$ cat config.mk
export PLATFORM = sky130hd
export DESIGN_NAME = cache_memory
export DESIGN_NICKNAME = d
export VERILOG_FILES = /design/src/common/dcache_pkg.sv /design/src/source/cache_memory.sv
export SDC_FILE = /design/constraint.sdc
export NUM_CORES = 2
export LEC_CHECK = 0
export ABC_AREA = 1
export BUFFER_PORTS_ARGS = -buffer_cell sky130_fd_sc_hd__buf_2
export CORE_MARGIN = 10
export CORE_UTILIZATION = 50
export CTS_CLUSTER_DIAMETER = 200
export DETAILED_ROUTE_END_ITERATION = 10
export PLACE_DENSITY = 0.66
export SYNTH_ARGS = -nofsm -noshare
export SYNTH_HDL_FRONTEND = slang
export SYNTH_SLANG_ARGS = --single-unit
$ cat constraint.sdc
create_clock -name clk_i -period 5 [get_ports clk_i]
set_clock_uncertainty 0.15 [all_clocks]
set_input_delay 0.25 -clock clk_i [delete_from_list [all_inputs] [get_ports clk_i]]
set_output_delay 0.25 -clock clk_i [all_outputs]
set_load 0.02 [all_outputs]
$ cat src/common/dcache_pkg.sv
package dcache_pkg;

    // ##############################
    // Geometry
    // ##############################

    typedef logic [31:0] data_word_t;                           // Data and address words are both 32 bits.

    localparam int BYTE_BITS      = 2;                          // Byte select below the word offset.
    localparam int OFFSET_BITS    = 2;                          // Word offset within a block.
    localparam int BLOCK_WORDS    = 1 << OFFSET_BITS;           // Four words per block.
    localparam int INDEX_BITS     = 4;                          // Set index.
    localparam int SETS           = 1 << INDEX_BITS;            // Sixteen sets, one line each.
    localparam int TAG_BITS       = 32 - INDEX_BITS - OFFSET_BITS - BYTE_BITS;

    localparam int MEM_WORDS      = 1024;                       // Depth of the main memory RAM.
    localparam int MEM_ADDR_BITS  = $clog2(MEM_WORDS);          // Addresses wrap modulo the depth.
    localparam int MEM_LATENCY    = 4;                          // Request to first load word.
    localparam int LOAD_COUNT_BITS = $clog2(MEM_LATENCY + BLOCK_WORDS);

    // ##############################
    // Address and array types
    // ##############################

    // The same request word is seen either whole or split into cache fields.
    typedef union packed {
        data_word_t raw;                                        // Address as issued by the core.
        struct packed {
            logic [TAG_BITS-1:0]    tag;
            logic [INDEX_BITS-1:0]  index;
            logic [OFFSET_BITS-1:0] offset;
            logic [BYTE_BITS-1:0]   byte_sel;                   // Always zero for word accesses.
        } fields;
    } cache_address_u;

    typedef struct packed {
        logic valid;                                            // Line holds a block.
        logic dirty;                                            // Line differs from memory.
    } status_packet_t;

    typedef struct packed {
        logic tag;
        logic status;
        logic data;
    } data_enable_t;

    // Everything a controller drives into the cache array.
    typedef struct packed {
        data_enable_t   read;
        data_enable_t   write;
        data_word_t     address;
        data_word_t     data;
        status_packet_t status;
    } cache_port_t;

    typedef struct packed {
        logic       request;                                    // One cycle per block load.
        data_word_t address;                                    // Block base address.
    } load_channel_t;

    typedef struct packed {
        logic       request;                                    // One cycle per word written.
        data_word_t address;
        data_word_t data;
    } store_channel_t;

endpackage : dcache_pkg

$ cat src/source/cache_memory.sv
module cache_memory
    import dcache_pkg::*;
(
    input  logic                clk_i,
    input  logic                rst_n_i,

    input  cache_port_t         port_i,

    output logic                hit_o,
    output logic [TAG_BITS-1:0] tag_o,
    output logic                dirty_o,
    output data_word_t          data_o
);

    // ##############################
    // Arrays
    // ##############################

    logic [TAG_BITS-1:0]             tag_array [SETS];
    status_packet_t                  status_array [SETS];
    data_word_t                      data_array [SETS * BLOCK_WORDS];

    cache_address_u                  port_addr;
    logic [INDEX_BITS+OFFSET_BITS-1:0] word_sel;                 // Set and offset pick one data word.

    logic [TAG_BITS-1:0]             tag_q;
    logic [TAG_BITS-1:0]             lookup_tag_q;               // Tag of the address that was read.
    status_packet_t                  status_q;
    data_word_t                      data_q;

    assign port_addr.raw = port_i.address;
    assign word_sel      = {port_addr.fields.index, port_addr.fields.offset};

    // Every line starts invalid and clean after reset.
    always_ff @(posedge clk_i) begin
        if (!rst_n_i) begin
            for (int i = 0; i < SETS; i++) begin
                status_array[i] <= '0;
            end
            status_q <= '0;
        end else begin
            if (port_i.write.status) begin
                status_array[port_addr.fields.index] <= port_i.status;
            end
            if (port_i.read.status) begin
                status_q <= status_array[port_addr.fields.index];
            end
        end
    end

    always_ff @(posedge clk_i) begin
        if (port_i.write.tag) begin
            tag_array[port_addr.fields.index] <= port_addr.fields.tag;
        end
        if (port_i.write.data) begin
            data_array[word_sel] <= port_i.data;
        end

        // A data-only read keeps the tag, which a write-back still needs.
        if (port_i.read.tag) begin
            tag_q        <= tag_array[port_addr.fields.index];
            lookup_tag_q <= port_addr.fields.tag;
        end
        if (port_i.read.data) begin
            data_q <= data_array[word_sel];
        end
    end

    // ##############################
    // Lookup result
    // ##############################

    assign hit_o   = status_q.valid && (tag_q == lookup_tag_q);
    assign tag_o   = tag_q;
    assign dirty_o = status_q.dirty;
    assign data_o  = data_q;

endmodule : cache_memory

==> out/metrics.cfg <==
[outcome]
outcome = completed

[job]
cap_violations = 0

[routing]
drt-initial-drc-count = 6791
vias_per_cell = 5.25
wl_per_cell_um = 20.6
drc = 0
postRouteAntennaNets = 0
wl_um = 266000
drt-pass1-iter-count = 6
vias = 67900

[global_routing]
antenna_found_initial = 13
grt_pass1_wl_um = 398000
grt-ovfl-total = 0
grt_pass1_vias = 65300
grt_max_degree = 162
track_usage = 0.226

[cts]
cts_sinks = 2546
h-tree-depth = 5
cts-resized-gates = 0
tritoncts = done
insertion_delay_ns = 0.94
cts-buffers-inserted = 278
post_cts_buffers = 0
cts_buffer_depth = 4
cts_hold_buf = 69
clk_pin_slew_ns = 0.06
clock-root-buffer = clkbuf_16

[synth]
synth_cell_types = 28
ys_seq_elements = 2546
syn-cell-area_um2 = 106000
ys.flop_type = edfxtp_1
synth-edff-count = 2544
synth_nets = 9748
yosysSeqAreaShare = 0.719
syn_area_per_cell_um2 = 11.0
ys_warn_count = 0
async_flop_share = 0
syn_inst = 9674

[placement]
portBuffers = 129
dpl_cell_area_um2 = 111000
dp_hpwl_um = 141000
gp_congestion = 0.810

[pwr]
leakagePower_nw = 50.1
power_density_nw_per_um2 = 377
irDropWorstVdd_mv = 0.400

[setup_path]
endpoint_kind = flop
worstPathRequired_ns = 5.47
cp_max_fo = 26
cp-start-kind = primary input
arrival_ns = 3.61
crit_type = in -> reg
rrSetupSlack_ns = 2.91

[final_layout]
drive_above_1_share = 0.0839
fin_nets = 9975
nFillCells = 16900
area_growth_syn_to_layout_pct = 12.7
final_area_um2 = 120000

[sta]
hold_viol_final = 0
max_slew_margin = 0.148
tns_ns = 0
finalCriticalPeriod_ns = 3.14
fmax_ghz = 0.318
setup_viol = 0
rsz0062_at_grt = false
tightest_slew_ns = 1.28
fin_crit_sh = 0.628
maxSlewViolCount = 0

[floorplan]
die_y_um = 481
die_area_um2 = 231000
ios = 132
row_count = 169
start_util = 0.502
die_w_um = 481
core_area_um2 = 212000

[min_path]
hold_class = in -> reg

power by group:
| part | total [mW] | switching, mW | internal (mW) | leakage [nW] |
|---|---|---|---|---|
| combinational | 2.36 | 1.78 | 0.579 | 23.1 |
| sequential | 23.9 | 0.112 | 23.8 | 23.0 |
| clock | 19.0 | 7.95 | 11.0 | 4.01 |
| total | 45.2 | 9.84 | 35.4 | 50.1 |
cell usage after synthesis, types with 28 or more instances:
master,instances,share of area
or2_2,88,0.0052
a22oi_1,192,0.014
buf_2,306,0.014
inv_1,1817,0.064
clkbuf_1,109,0.0039
nand4_1,28,0.0016
edfxtp_1,2544,0.72
o21ai_0,134,0.0063
o21ai_1,164,0.0077
nand3_1,921,0.043
nand2_1,2854,0.10
nor2_1,442,0.016
layer usage:
layer | track usage | routed length, um
met5 | 0 | 16
met4 | 0.0776 | 9170
met3 | 0.0393 | 21500
met2 | 0.378 | 129000
met1 | 0.298 | 107000
layout by cell type (no fill, tap or decap), types with 62 or more instances in the layout:
cell,n
edfxtp_1,2544
nor2_4,80
o21ai_1,164
a22oi_1,192
buf_4,146
dlygate4sd3_1,69
nand3_1,921
clkinv_1,62
o21ai_0,134
inv_1,1815
nor2_1,367
nand2_1,2853
clkbuf_16,287
clkbuf_1,64
buf_2,128
or2_2,88
layout make-up:
cell class / count / area (um^2) / area share
Sequential cell: 2546 / 76400 / 0.638
Clock inverter: 112 / 816 / 0.00681
Antenna cell: 9 / 22.5 / 0.000188
Timing Repair Buffer: 375 / 3060 / 0.0256
Inverter: 1833 / 6900 / 0.0576
Clock buffer: 351 / 7420 / 0.0620
Tap cell: 2821 / 3530 / 0.0295
Multi-Input combinational cell: 4867 / 21600 / 0.180
worst paths after layout:
check | start | to | cells past startpoint
max | port_i[39] | data_array[24][19] | 7
min | port_i[41] | tag_o[6] | 5
max reg2reg | data_array[30][26] | data_o[26] | 8
min reg2reg | dirty_o | dirty_o | 2
critical path: stages:
cell and delay [ns]:
dlygate4sd3_1 0.52, buf_2 0.39, inv_2 0.28, nor2_4 0.17
clkinv_1 0.57, nor2_4 1.10, buf_4 0.29
registers in the layout, summed over array words and instances, names as in the netlist:
signal and cells:
data_array 2048, data_o 32, dirty_o 1, lookup_tag_q 24
status_array 32, status_q 1, tag_array 384, tag_o 24
stage by stage:
step	setup WS [ns]	total power, mW	cells	util	hold WS (ns)
after CTS	1.96	45.5	12900	0.566	0.00134
after global routing	1.80	46.6	12900	0.566	0.0614
after detailed placement	1.51	26.6	12400	0.524	0.349
final	1.86	45.2	12900	0.566	0.0627
after global placement	1.53	26.6	12400	0.524	0.340
after floorplan	1.66	25.6	9674	-	0.199
cells by family (layout without fill, tap and decap cells):
logic type / after synthesis / count (layout) / share of synthesized area
XOR/XNOR: 8 / 8 / 0.000659
buffers and inverters: 2261 / 2671 / 0.0838
other: 0 / 9 / 0
AND/OR/NAND/NOR: 4365 / 4365 / 0.168
flip-flops: 2546 / 2546 / 0.719
AO/OA/AOI/OAI: 494 / 494 / 0.0278
No activity file was read; power rests on OpenSTA's default activity.
