File: config.mk
export PLATFORM = sky130hd
export DESIGN_NAME = store_controller
export DESIGN_NICKNAME = d
export VERILOG_FILES = /design/src/common/dcache_pkg.sv /design/src/source/store_controller.sv
export SDC_FILE = /design/constraint.sdc
export NUM_CORES = 1
export LEC_CHECK = 0
export BUFFER_PORTS_ARGS = -buffer_cell sky130_fd_sc_hd__buf_4
export CAP_MARGIN = 10
export CORE_AREA = 3 3 108 110
export DETAILED_ROUTE_END_ITERATION = 7
export DIE_AREA = 0 0 111 113
export PLACE_DENSITY = 0.69
export SYNTH_ARGS = -nofsm -noshare
export SYNTH_HDL_FRONTEND = slang
export SYNTH_SLANG_ARGS = --single-unit
File: constraint.sdc
create_clock -name clk_i -period 8.9 [get_ports clk_i]
set_input_delay 1.335 -clock clk_i [delete_from_list [all_inputs] [get_ports clk_i]]
set_output_delay 1.335 -clock clk_i [all_outputs]
set_load 0.01 [all_outputs]
File: src/common/dcache_pkg.sv
package dcache_pkg;

    // ##############################
    // Geometry
    // ##############################

    typedef logic [31:0] data_word_t;                           // Data and address words are both 32 bits.

    localparam int BYTE_BITS      = 2;                          // Byte select below the word offset.
    localparam int OFFSET_BITS    = 2;                          // Word offset within a block.
    localparam int BLOCK_WORDS    = 1 << OFFSET_BITS;           // Four words per block.
    localparam int INDEX_BITS     = 4;                          // Set index.
    localparam int SETS           = 1 << INDEX_BITS;            // Sixteen sets, one line each.
    localparam int TAG_BITS       = 32 - INDEX_BITS - OFFSET_BITS - BYTE_BITS;

    localparam int MEM_WORDS      = 1024;                       // Depth of the main memory RAM.
    localparam int MEM_ADDR_BITS  = $clog2(MEM_WORDS);          // Addresses wrap modulo the depth.
    localparam int MEM_LATENCY    = 4;                          // Request to first load word.
    localparam int LOAD_COUNT_BITS = $clog2(MEM_LATENCY + BLOCK_WORDS);

    // ##############################
    // Address and array types
    // ##############################

    // The same request word is seen either whole or split into cache fields.
    typedef union packed {
        data_word_t raw;                                        // Address as issued by the core.
        struct packed {
            logic [TAG_BITS-1:0]    tag;
            logic [INDEX_BITS-1:0]  index;
            logic [OFFSET_BITS-1:0] offset;
            logic [BYTE_BITS-1:0]   byte_sel;                   // Always zero for word accesses.
        } fields;
    } cache_address_u;

    typedef struct packed {
        logic valid;                                            // Line holds a block.
        logic dirty;                                            // Line differs from memory.
    } status_packet_t;

    typedef struct packed {
        logic tag;
        logic status;
        logic data;
    } data_enable_t;

    // Everything a controller drives into the cache array.
    typedef struct packed {
        data_enable_t   read;
        data_enable_t   write;
        data_word_t     address;
        data_word_t     data;
        status_packet_t status;
    } cache_port_t;

    typedef struct packed {
        logic       request;                                    // One cycle per block load.
        data_word_t address;                                    // Block base address.
    } load_channel_t;

    typedef struct packed {
        logic       request;                                    // One cycle per word written.
        data_word_t address;
        data_word_t data;
    } store_channel_t;

endpackage : dcache_pkg

File: src/source/store_controller.sv
module store_controller
    import dcache_pkg::*;
(
    input  logic           clk_i,
    input  logic           rst_n_i,

    input  logic           request_i,
    input  data_word_t     address_i,
    input  data_word_t     data_i,
    output logic           done_o,

    input  cache_port_t    load_port_i,
    output cache_port_t    cache_port_o,
    input  logic           cache_hit_i,

    output store_channel_t wt_channel_o,
    input  logic           wt_done_i
);

    typedef enum logic [1:0] {IDLE, LOOKUP, WRITE_THROUGH} store_state_t;

    store_state_t   state_q, state_d;
    data_word_t     address_q;
    data_word_t     data_q;
    cache_address_u store_addr;

    assign store_addr.raw = address_q;

    always_ff @(posedge clk_i) begin
        if (state_q == IDLE && request_i) begin
            address_q <= address_i;                             // Held until the store completes.
            data_q    <= data_i;
        end
    end

    always_ff @(posedge clk_i) begin
        if (!rst_n_i) begin
            state_q <= IDLE;
        end else begin
            state_q <= state_d;
        end
    end

    always_comb begin
        state_d      = state_q;
        cache_port_o = '0;
        done_o       = 1'b0;

        // Memory takes word addresses, so the byte bits are cleared.
        wt_channel_o.request = 1'b0;
        wt_channel_o.address = {store_addr.fields.tag, store_addr.fields.index,
                                store_addr.fields.offset, {BYTE_BITS{1'b0}}};
        wt_channel_o.data    = data_q;

        case (state_q)
            IDLE: begin
                cache_port_o = load_port_i;                     // The load side owns the array when idle.
                if (request_i) begin
                    cache_port_o         = '0;
                    cache_port_o.read    = '1;
                    cache_port_o.address = address_i;
                    state_d              = LOOKUP;
                end
            end

            LOOKUP: begin
                cache_port_o.address = address_q;
                if (cache_hit_i) begin
                    cache_port_o.write  = '1;                   // Tag, status and data are all rewritten.
                    cache_port_o.data   = data_q;
                    cache_port_o.status = '{valid: 1'b1, dirty: 1'b1};
                    done_o              = 1'b1;
                    state_d             = IDLE;
                end else begin
                    wt_channel_o.request = 1'b1;                // No allocation on a store miss.
                    state_d              = WRITE_THROUGH;
                end
            end

            WRITE_THROUGH: begin
                if (wt_done_i) begin
                    done_o  = 1'b1;
                    state_d = IDLE;
                end
            end

            default: state_d = IDLE;
        endcase
    end

endmodule : store_controller

==> results.py <==
metrics = {
    "status": {
        "result_of_the_run": "finished, final reports clean",
    },
    "finish": {
        "antenna_cells_inserted": 0,
        "final_core_util": 0.5248,
        "nFillCells": 983,
        "finish.cell_count_without_fillers": 629,
        "nets": 629,
        "post_route_cells_drive_above_1_share": 0.6728,
        "area.growth.synth_to_final_pct": 56.81,
        "final_area_mm2": 0.005664,
    },
    "yosys": {
        "synth.top_cells.by_count": "sky130_fd_sc_hd__a22o_1 (64), sky130_fd_sc_hd__edfxtp_1 (64), sky130_fd_sc_hd__buf_4 (33)",
        "synthesis.area_per_instance_um2": 14.74,
        "synth_enable_flop_cells": 64,
        "synth.lib_cells_used.distinct": 25,
        "synth_top_area_frac": 0.5320,
        "ys.flop_type": "sky130_fd_sc_hd__edfxtp_1",
        "synth.top_cells.by_area": "sky130_fd_sc_hd__edfxtp_1 (53%), sky130_fd_sc_hd__a22o_1 (16%), sky130_fd_sc_hd__mux2_4 (10%)",
        "synth.cell_area_mm2": 0.003612,
        "postSynth.asyncResetShare": 0,
        "synth.ff_latch_count": 66,
        "synthDominantAreaCellType": "sky130_fd_sc_hd__edfxtp_1",
        "synth.yosys.seq_area_share": 0.5431,
        "synth.yosys.warnings": 0,
        "postSynthCellCount": 245,
    },
    "drt": {
        "detailedRoute.firstIterationViolations": 110,
        "detail_route.drc_violations": 0,
        "drt-vias-per-instance": 4.766,
        "first_pass_iters": 4,
        "route.final.wire_length_um": 11610,
        "detailroute.via_count": 2998,
        "final_antenna_net_count": 0,
        "drt-wirelength-per-cell_um": 18.46,
    },
    "critical_path": {
        "critical-path-slowest-cell": "sky130_fd_sc_hd__nor2_4",
        "crit_chain": "buf_4 -> nand2b_1 -> nor2_4 -> a22o_1 -> buf_4",
        "worstPathMaxFanout": 38,
        "worst_ep_arrival_time_ns": 3.05,
        "worst_setup_path_end_kind": "output port",
        "crit_type": "primary input to output port",
        "r2r-start": "state_q[1]",
        "setup.worst_path.start": "request_i",
        "cp.required_ns": 7.57,
        "worst_path_most_repeated_cell": "sky130_fd_sc_hd__buf_4",
        "critical_path.startpoint_type": "primary input",
        "critical_path.max_stage_delay_ns": 0.70,
    },
    "place": {
        "post-place-ws_ns": 4.513,
        "dpl.hpwl_um": 8895,
        "routabilityCongestion": 0.8739,
        "buffer_ports.inserted": 276,
        "postPlaceCellArea_mm2": 0.005472,
        "placed_cells_incl_taps": 613,
    },
    "sta": {
        "max_slew_margin_vs_limit": 0.4271,
        "setup_violations_final": 0,
        "grt_setup_unrepaired": "no",
        "period_share": 0.4932,
        "worst_slack_ns": 4.510,
        "slew_of_the_pin_with_the_lowest_slew_margin_ns": 0.8573,
        "finalSetupTns_ns": 0,
        "fin_worst_hold_slack_ns": 0.5064,
        "period_minus_slack_ns": 4.390,
        "finalClockSkew_ns": 0.01067,
        "max_freq_ghz": 0.2278,
        "timing.final.max_slew_violations": 0,
        "report.final.hold_viol_count": 0,
    },
    "die": {
        "initial_core_util": 0.3347,
        "die_height_um": 113,
        "io_pins": 279,
        "core.rowCount": 38,
        "dieArea_mm2": 0.01254,
        "floorplan.die.width_um": 111,
        "core_area_mm2": 0.01079,
    },
    "power": {
        "ir_drop_v": 0.00008888,
        "leakagePower_nw": 2.730,
        "design_power_total_uw": 915.2,
        "pd_cells_mw_per_mm2": 161.6,
    },
    "cts": {
        "clock_path_buffers": 2,
        "clk_latency_ns": 0.34,
        "clock-sinks": 66,
        "clock-root-buffer": "sky130_fd_sc_hd__clkbuf_8",
        "htree_levels": 3,
        "tritoncts_clock_tree": "done",
        "cts-buffers-inserted": 9,
        "cts_hold_buffers": 0,
        "cts.repair_timing.setup_buffer_count": 0,
        "cts.reportedPaths.clkPinSlew_ns": 0.07,
        "post_cts_resize_count": 0,
    },
    "global_routing": {
        "grt_overflow": 0,
        "track_usage": 0.1736,
        "grt_pass1_wl_um": 16970,
        "first_global_vias": 3078,
        "initial_antenna_violation_count": 0,
        "grt_start_max_net_pins": 65,
    },
    "hold_path": {
        "hp-start": "state_q[0]",
        "holdCritPathClass": "flop to flop",
    },
    "flow_run": {
        "max-cap-violations": 0,
    },
}
-- flip-flops by register name, indices dropped and copies added (netlist names) --
signal	cells
state_q	2
data_q	32
address_q	32
-- final cells by class --
cell class                      count  area [um^2]  share of cell area
Timing Repair Buffer              279         2095              0.3698
Clock inverter                      7        68.82             0.01215
Tap cell                          140        175.2             0.03093
Multi-Input combinational cell    126         1232              0.2176
Sequential cell                    66         1962              0.3464
Clock buffer                        9        123.9             0.02187
Inverter                            2        7.507            0.001325
-- logic make-up (layout without fill, tap and decap cells) --
family                     count (synthesis)  after routing  synth area share
AOI/OAI and AO/OA                         77             77            0.1801
adders and majority gates                  4              4           0.01386
buffers and inverters                     54            297            0.1171
DFF                                       66             66            0.5431
muxes                                     32             32            0.1257
other                                      1              2          0.001038
and+or+nand+nor                           11             11           0.01905
-- power breakdown --
group	internal [mW]	total (mW)	switching, mW	leakage [nW]
Combinational	0.158	0.281	0.123	2.00
Clock	0.129	0.252	0.123	0.0970
Sequential	0.369	0.382	0.0122	0.630
-- path summary, 6_finish.rpt --
kind,to,slack [ns],depth (start not counted)
hold / removal,state_q[0],0.51,2
hold reg to reg,state_q[0],0.51,2
setup / recovery,cache_port_o[26],4.51,5
setup reg to reg,address_q[26],6.66,5
-- metal layers --
| metal | up-vias | routed length (um) | global-route usage |
|---|---|---|---|
| li1 | 1403 | - | - |
| met1 | 1407 | 4207 | 0.1834 |
| met2 | 169 | 6080 | 0.3204 |
| met3 | 19 | 1057 | 0.06578 |
| met4 | 0 | 264 | 0.05419 |
| met5 | - | 0 | 0 |
-- worst max-delay path: cells and delay by family --
family          cells  cell delay (ns)
compound gates      1             0.28
buf+inv             2             0.42
simple gates        2             1.00
-- layout by cell type (no fill, tap or decap), drive strengths merged, types with 3 or more instances in the layout --
master	Yosys	final
nor2	3	3
ha	4	4
buf	46	279
a21o	5	5
edfxtp	64	64
inv	2	3
mux2	32	32
o21a	3	3
a21oi	3	3
nor2b	3	3
a22o	64	64
clkbuf	6	9
clkinv	0	4
Power figures use the tool's default switching activity.
