### src/common/dcache_pkg.sv
package dcache_pkg;

    // ##############################
    // Geometry
    // ##############################

    typedef logic [31:0] data_word_t;                           // Data and address words are both 32 bits.

    localparam int BYTE_BITS      = 2;                          // Byte select below the word offset.
    localparam int OFFSET_BITS    = 2;                          // Word offset within a block.
    localparam int BLOCK_WORDS    = 1 << OFFSET_BITS;           // Four words per block.
    localparam int INDEX_BITS     = 4;                          // Set index.
    localparam int SETS           = 1 << INDEX_BITS;            // Sixteen sets, one line each.
    localparam int TAG_BITS       = 32 - INDEX_BITS - OFFSET_BITS - BYTE_BITS;

    localparam int MEM_WORDS      = 1024;                       // Depth of the main memory RAM.
    localparam int MEM_ADDR_BITS  = $clog2(MEM_WORDS);          // Addresses wrap modulo the depth.
    localparam int MEM_LATENCY    = 4;                          // Request to first load word.
    localparam int LOAD_COUNT_BITS = $clog2(MEM_LATENCY + BLOCK_WORDS);

    // ##############################
    // Address and array types
    // ##############################

    // The same request word is seen either whole or split into cache fields.
    typedef union packed {
        data_word_t raw;                                        // Address as issued by the core.
        struct packed {
            logic [TAG_BITS-1:0]    tag;
            logic [INDEX_BITS-1:0]  index;
            logic [OFFSET_BITS-1:0] offset;
            logic [BYTE_BITS-1:0]   byte_sel;                   // Always zero for word accesses.
        } fields;
    } cache_address_u;

    typedef struct packed {
        logic valid;                                            // Line holds a block.
        logic dirty;                                            // Line differs from memory.
    } status_packet_t;

    typedef struct packed {
        logic tag;
        logic status;
        logic data;
    } data_enable_t;

    // Everything a controller drives into the cache array.
    typedef struct packed {
        data_enable_t   read;
        data_enable_t   write;
        data_word_t     address;
        data_word_t     data;
        status_packet_t status;
    } cache_port_t;

    typedef struct packed {
        logic       request;                                    // One cycle per block load.
        data_word_t address;                                    // Block base address.
    } load_channel_t;

    typedef struct packed {
        logic       request;                                    // One cycle per word written.
        data_word_t address;
        data_word_t data;
    } store_channel_t;

endpackage : dcache_pkg

### src/load_controller/load_controller.sv
module load_controller
    import dcache_pkg::*;
(
    input  logic                clk_i,
    input  logic                rst_n_i,

    input  logic                request_i,
    input  data_word_t          address_i,
    output data_word_t          data_o,
    output logic                valid_o,

    input  logic                cache_hit_i,
    input  logic [TAG_BITS-1:0] cache_tag_i,
    input  logic                cache_dirty_i,
    input  data_word_t          cache_data_i,
    output cache_port_t         cache_port_o,

    output load_channel_t       load_channel_o,
    input  logic                load_valid_i,
    input  data_word_t          load_data_i,

    output store_channel_t      wb_channel_o,
    input  logic                wb_done_i
);

    // ##############################
    // Datapath
    // ##############################

    typedef enum logic [1:0] {IDLE, OUTCOME, WRITE_BACK, ALLOCATE} load_state_t;

    load_state_t              state_q, state_d;
    data_word_t               address_q;                        // Request address held for the whole miss.
    cache_address_u           request_addr;
    data_word_t               requested_q, requested_d;         // Requested word caught during allocation.
    logic [OFFSET_BITS:0]     counter_q, counter_d;             // Extra bit marks the end of a burst.
    logic [OFFSET_BITS-1:0]   wb_offset;

    assign request_addr.raw = address_q;

    // The word being stored lags the word being read by one.
    assign wb_offset = counter_q[OFFSET_BITS-1:0] - 1'b1;

    always_ff @(posedge clk_i) begin
        if (state_q == IDLE && request_i) begin
            address_q <= address_i;                             // The core holds the address for one cycle only.
        end
        requested_q <= requested_d;
    end

    always_ff @(posedge clk_i) begin
        if (!rst_n_i) begin
            state_q   <= IDLE;
            counter_q <= '0;
        end else begin
            state_q   <= state_d;
            counter_q <= counter_d;
        end
    end

    // ##############################
    // FSM
    // ##############################

    always_comb begin
        state_d     = state_q;
        counter_d   = counter_q;
        requested_d = requested_q;

        cache_port_o   = '0;
        load_channel_o = '0;
        wb_channel_o   = '0;
        data_o         = '0;
        valid_o        = 1'b0;

        // Block base of the requested line.
        load_channel_o.address = {request_addr.fields.tag, request_addr.fields.index,
                                  {OFFSET_BITS{1'b0}}, {BYTE_BITS{1'b0}}};

        // Victim words go back to the address of the line being evicted.
        wb_channel_o.address = {cache_tag_i, request_addr.fields.index, wb_offset,
                                {BYTE_BITS{1'b0}}};
        wb_channel_o.data    = cache_data_i;

        case (state_q)
            IDLE: begin
                cache_port_o.address = address_i;
                counter_d            = '0;
                if (request_i) begin
                    cache_port_o.read = '1;                     // Tag, status and data in one read.
                    state_d           = OUTCOME;
                end
            end

            OUTCOME: begin
                if (cache_hit_i) begin
                    data_o  = cache_data_i;                     // Hit data is forwarded straight away.
                    valid_o = 1'b1;
                    state_d = IDLE;
                end else if (cache_dirty_i) begin
                    // Start reading the victim from its first word.
                    cache_port_o.read.data = 1'b1;
                    cache_port_o.address  = {cache_tag_i, request_addr.fields.index,
                                             counter_q[OFFSET_BITS-1:0], {BYTE_BITS{1'b0}}};
                    counter_d              = counter_q + 1'b1;
                    state_d                = WRITE_BACK;
                end else begin
                    load_channel_o.request = 1'b1;              // A clean line is replaced without a write-back.
                    state_d                = ALLOCATE;
                end
            end

            WRITE_BACK: begin
                if (!counter_q[OFFSET_BITS] && counter_q[OFFSET_BITS-1:0] != '0) begin
                    // Read the next word while the previous one goes to memory.
                    cache_port_o.read.data = 1'b1;
                    cache_port_o.address  = {cache_tag_i, request_addr.fields.index,
                                             counter_q[OFFSET_BITS-1:0], {BYTE_BITS{1'b0}}};
                    wb_channel_o.request   = 1'b1;
                    counter_d              = counter_q + 1'b1;
                end else if (counter_q[OFFSET_BITS] && counter_q[OFFSET_BITS-1:0] == '0) begin
                    wb_channel_o.request = 1'b1;                // The last word needs no further read.
                    counter_d            = counter_q + 1'b1;
                end

                if (wb_done_i) begin
                    load_channel_o.request = 1'b1;              // The new block is fetched once the victim is in memory.
                    counter_d              = '0;
                    state_d                = ALLOCATE;
                end
            end

            ALLOCATE: begin
                cache_port_o.address = {request_addr.fields.tag, request_addr.fields.index,
                                        counter_q[OFFSET_BITS-1:0], {BYTE_BITS{1'b0}}};
                cache_port_o.data    = load_data_i;
                cache_port_o.status  = '{valid: 1'b1, dirty: 1'b0};

                if (load_valid_i) begin
                    cache_port_o.write.data = 1'b1;
                    counter_d               = counter_q + 1'b1;

                    if (counter_q[OFFSET_BITS-1:0] == '0) begin
                        cache_port_o.write = '1;                // Tag and status go in with the first word.
                    end

                    if (counter_q[OFFSET_BITS-1:0] == request_addr.fields.offset) begin
                        requested_d = load_data_i;
                    end

                    if (counter_q[OFFSET_BITS-1:0] == '1) begin
                        // The last word may itself be the requested one.
                        data_o  = (request_addr.fields.offset == '1) ? load_data_i : requested_q;
                        valid_o = 1'b1;
                        state_d = IDLE;
                    end
                end
            end

            default: state_d = IDLE;
        endcase
    end

endmodule : load_controller

### config.mk
export PLATFORM = sky130hd
export DESIGN_NAME = load_controller
export DESIGN_NICKNAME = d
export VERILOG_FILES = /design/src/common/dcache_pkg.sv /design/src/load_controller/load_controller.sv
export SDC_FILE = /design/constraint.sdc
export NUM_CORES = 1
export LEC_CHECK = 0
export CAP_MARGIN = 20
export CELL_PAD_IN_SITES_DETAIL_PLACEMENT = 1
export CELL_PAD_IN_SITES_GLOBAL_PLACEMENT = 1
export CORE_AREA = 3 3 127 129
export CTS_CLUSTER_DIAMETER = 120
export DETAILED_ROUTE_END_ITERATION = 12
export DIE_AREA = 0 0 130 132
export DONT_BUFFER_PORTS = 1
export GPL_TIMING_DRIVEN = 0
export MAX_ROUTING_LAYER = met4
export PLACE_DENSITY_LB_ADDON = 0.1
export SLEW_MARGIN = 5
export SYNTH_ARGS = -nofsm -noshare
export SYNTH_HDL_FRONTEND = slang
export SYNTH_SLANG_ARGS = --single-unit
### constraint.sdc
create_clock -name clk_i -period 5.3 [get_ports clk_i]
set_clock_uncertainty 0.05 [all_clocks]
set_input_delay 0.53 -clock clk_i [delete_from_list [all_inputs] [get_ports clk_i]]
set_output_delay 0.53 -clock clk_i [all_outputs]
set_load 0.005 [all_outputs]
==> reports/results.txt <==
Hold slack final - 242.3 ps
First-pass GRT wire length - 22.56 mm
Crit path cell chain - ha_1 > buf_2 > clkbuf_1 > a22oi_1 > o21ai_0
FFs w/ async S/R, synth - 0
Post-synthesis xor/xnor area fraction - 0.003889
Crit path buffers/inverters - 2
Post-Synth Simple-Gate Area - 0.1342
Via density - 5.056
Setup WS pre-CTS - 2640 ps
Clock Pin Slew Worst Setup and Hold Paths - 60 ps
Detail Route Antenna Nets - 0
TritonCTS clock tree - built
Synth Register Bits - 67
Synth Area in Compound Gates - 0.1381
Placed cell count - 668
Clock Latency Late Sink - 330 ps
Critical Path Fanout Max - 10
Slew Viols, Final - 0
Top-count cell post-synth - buf_4
Avg Cell Area, Syn - 9.523 sq um
Vias in the first global route - 3745
Pwr dens - 293.5 mW/mm^2
Boundary Pins - 330
Setup ws final - 2349 ps
Final period utilization - 0.5568
Number of detailed-route iterations in the first pass - 4
Worst Tran Pin Value - 767.6 ps
Diode count - 0
Worst setup path class - flop to output pin
Outcome - finished, final reports clean
Adder-Cell Fraction of Synth Area - 0.02222
Post-Layout Cell Count - 683
Die X - 130 microns
Top-area cell type share of the netlist area - 0.4133
Routed wire length - 15.83 mm
# H-tree levels - 3
Fmax achieved - 338.9 MHz
Chip height - 132 microns
Number of I/O port buffers - 0
Largest delay share family, worst path - buffers and inverters
Worst IR Drop VDD - 0.0001990 V
CTS sink cnt - 67
RSZ-0062 raised after global routing - no
Area of the core - 0.01515 sq mm
Area Growth Syn to Fin - 11.81%
Startpoint Class - flop
Synth top area cells - edfxtp_1 (41%), buf_4 (16%), o21ai_0 (7.8%), mux2i_1 (7.3%), nand2_1 (5.3%)
Pleak - 2.057 nW
Post-CTS Setup Inserts - 0
Largest family of logic cells by synthesized area - buffers and inverters
Post-synth top area cell - edfxtp_1
Final core utilization - 0.3325
Post-synth EDFFs - 62
Total power - 1.478 mW
Max_cap viols - 0
Starting Density - 0.2974
Cts hold-fix bufs - 0
Rel. slew slack - 0.4882
Hold Path Class - primary input to flop
Library cells used by synthesis - 29
Post-cts gate resize count - 0
Max incr delay on CP - 440 ps
CP endpoint kind - output pin
Initial antenna violation count - 0
Final Instance Area - 0.005036 sq mm
GRT Total Usage - 0.1787
Setup-failing EPs final - 0
Total of fill cells in the finished design - 1764
CP required - 4720 ps
Total grt overflow - 0
Clock tree buffer depth - 2
Share of layout cells above drive strength 1 - 0.2404
# rows - 45
CP Data Arrival Time - 2370 ps
Yosys Warn Count - 0
Largest net degree at the start of global routing - 33
HPWL Detailed - 12.74 mm
Top cells by count, synth - buf_4 (97), o21ai_0 (70), nand2_1 (64)
Synth Flop Type - edfxtp_1
DR DRC count - 0
Post-synthesis mux area share - 0.07333
Post-synthesis sequential area ratio - 0.4356
Routed length per placed instance - 23.18 microns
Die area - 0.01716 sq mm
Final hold violations - 0
Post-layout min period - 2951 ps
Mapped cell area - 0.004504 sq mm
Vias - 3453
Post-synthesis cell count - 473
DP Area - 0.004785 sq mm
Register area - 0.001962 sq mm
Crit path max-delay cell type - clkbuf_1
CTS Buf Count - 9
Routability cong. - 0.8186
Final net count - 626
Setup total negative slack - 0 ps
DR iter-0 viols - 131
Root buf cell - clkbuf_16
Footprint of the multi-input gates - 0.001703 sq mm
## state kept, by name (all words and copies together) (netlist names), named ones only
register,cells
state_q,1
requested_q,32
address_q,30
counter_q,3
## worst register-to-register path, stage by stage (launching register included)
cell,delay [ps]
dfxtp_1,420
ha_1,320
and2_1,260
and3_2,720
## final timing paths
path                            slack [ps]  cells past startpoint                to           from
worst max register to register        3140                      3   requested_q[15]     state_q[0]
worst min-delay path                   240                      0     address_q[12]  address_i[12]
worst min register to register         500                      2      counter_q[2]   counter_q[2]
worst max-delay path                  2350                      5  cache_port_o[47]     state_q[0]
## layer usage
metal / routed length [microns] / track usage / vias to the layer above
li1: - / - / 1573
met1: 5834 / 0.1833 / 1663
met2: 8438 / 0.3264 / 207
met3: 1383 / 0.05916 / 10
met4: 177 / 0.04099 / 0
met5: 0 / - / -
## logic make-up (layout without fill, tap and decap cells)
family | Yosys count | in the layout
buffers and inverters | 131 | 147
DFF | 67 | 67
and+or+nand+nor | 124 | 124
adders and majority gates | 8 | 8
AOI/OAI and AO/OA | 107 | 107
other | 1 | 7
muxes | 33 | 33
xor gates and xnor gates | 2 | 2
## cells in the final DEF, fill, tap and decap left out, drive strengths merged
master,synthesis,routed
a211oi,2,2
xnor2,2,2
or2,1,1
a21oi,5,5
a22oi,24,24
edfxtp,62,62
dfxtp,5,5
a41oi,1,1
clkinv,0,3
conb,1,7
buf,104,105
and2,37,37
o31ai,1,1
mux2i,33,33
nor3,2,2
clkinvlp,0,1
nand2,64,64
inv,7,7
clkbuf,20,31
nor2,5,5
a21o,1,1
a22o,2,2
a21bo,1,1
or4,3,3
o21ai,70,70
nand2b,5,5
and3,2,2
ha,8,8
nand4,1,1
nor2b,4,4
## report_power, final
group          leakage, nW  internal [mW]  switching [mW]
sequential           0.614          0.612          0.0177
combinational         1.32          0.128           0.193
clock                0.118          0.309           0.218
## final cells by class
| class | count | area share |
|---|---|---|
| Timing Repair Buffer | 1 | 0.003975 |
| Buffer | 124 | 0.1665 |
| Inverter | 7 | 0.005217 |
| Multi-Input combinational cell | 281 | 0.3381 |
| Clock inverter | 4 | 0.003727 |
| Tap cell | 188 | 0.04671 |
| Clock buffer | 11 | 0.04621 |
| Sequential cell | 67 | 0.3896 |
(Power assumes the default switching activity.)
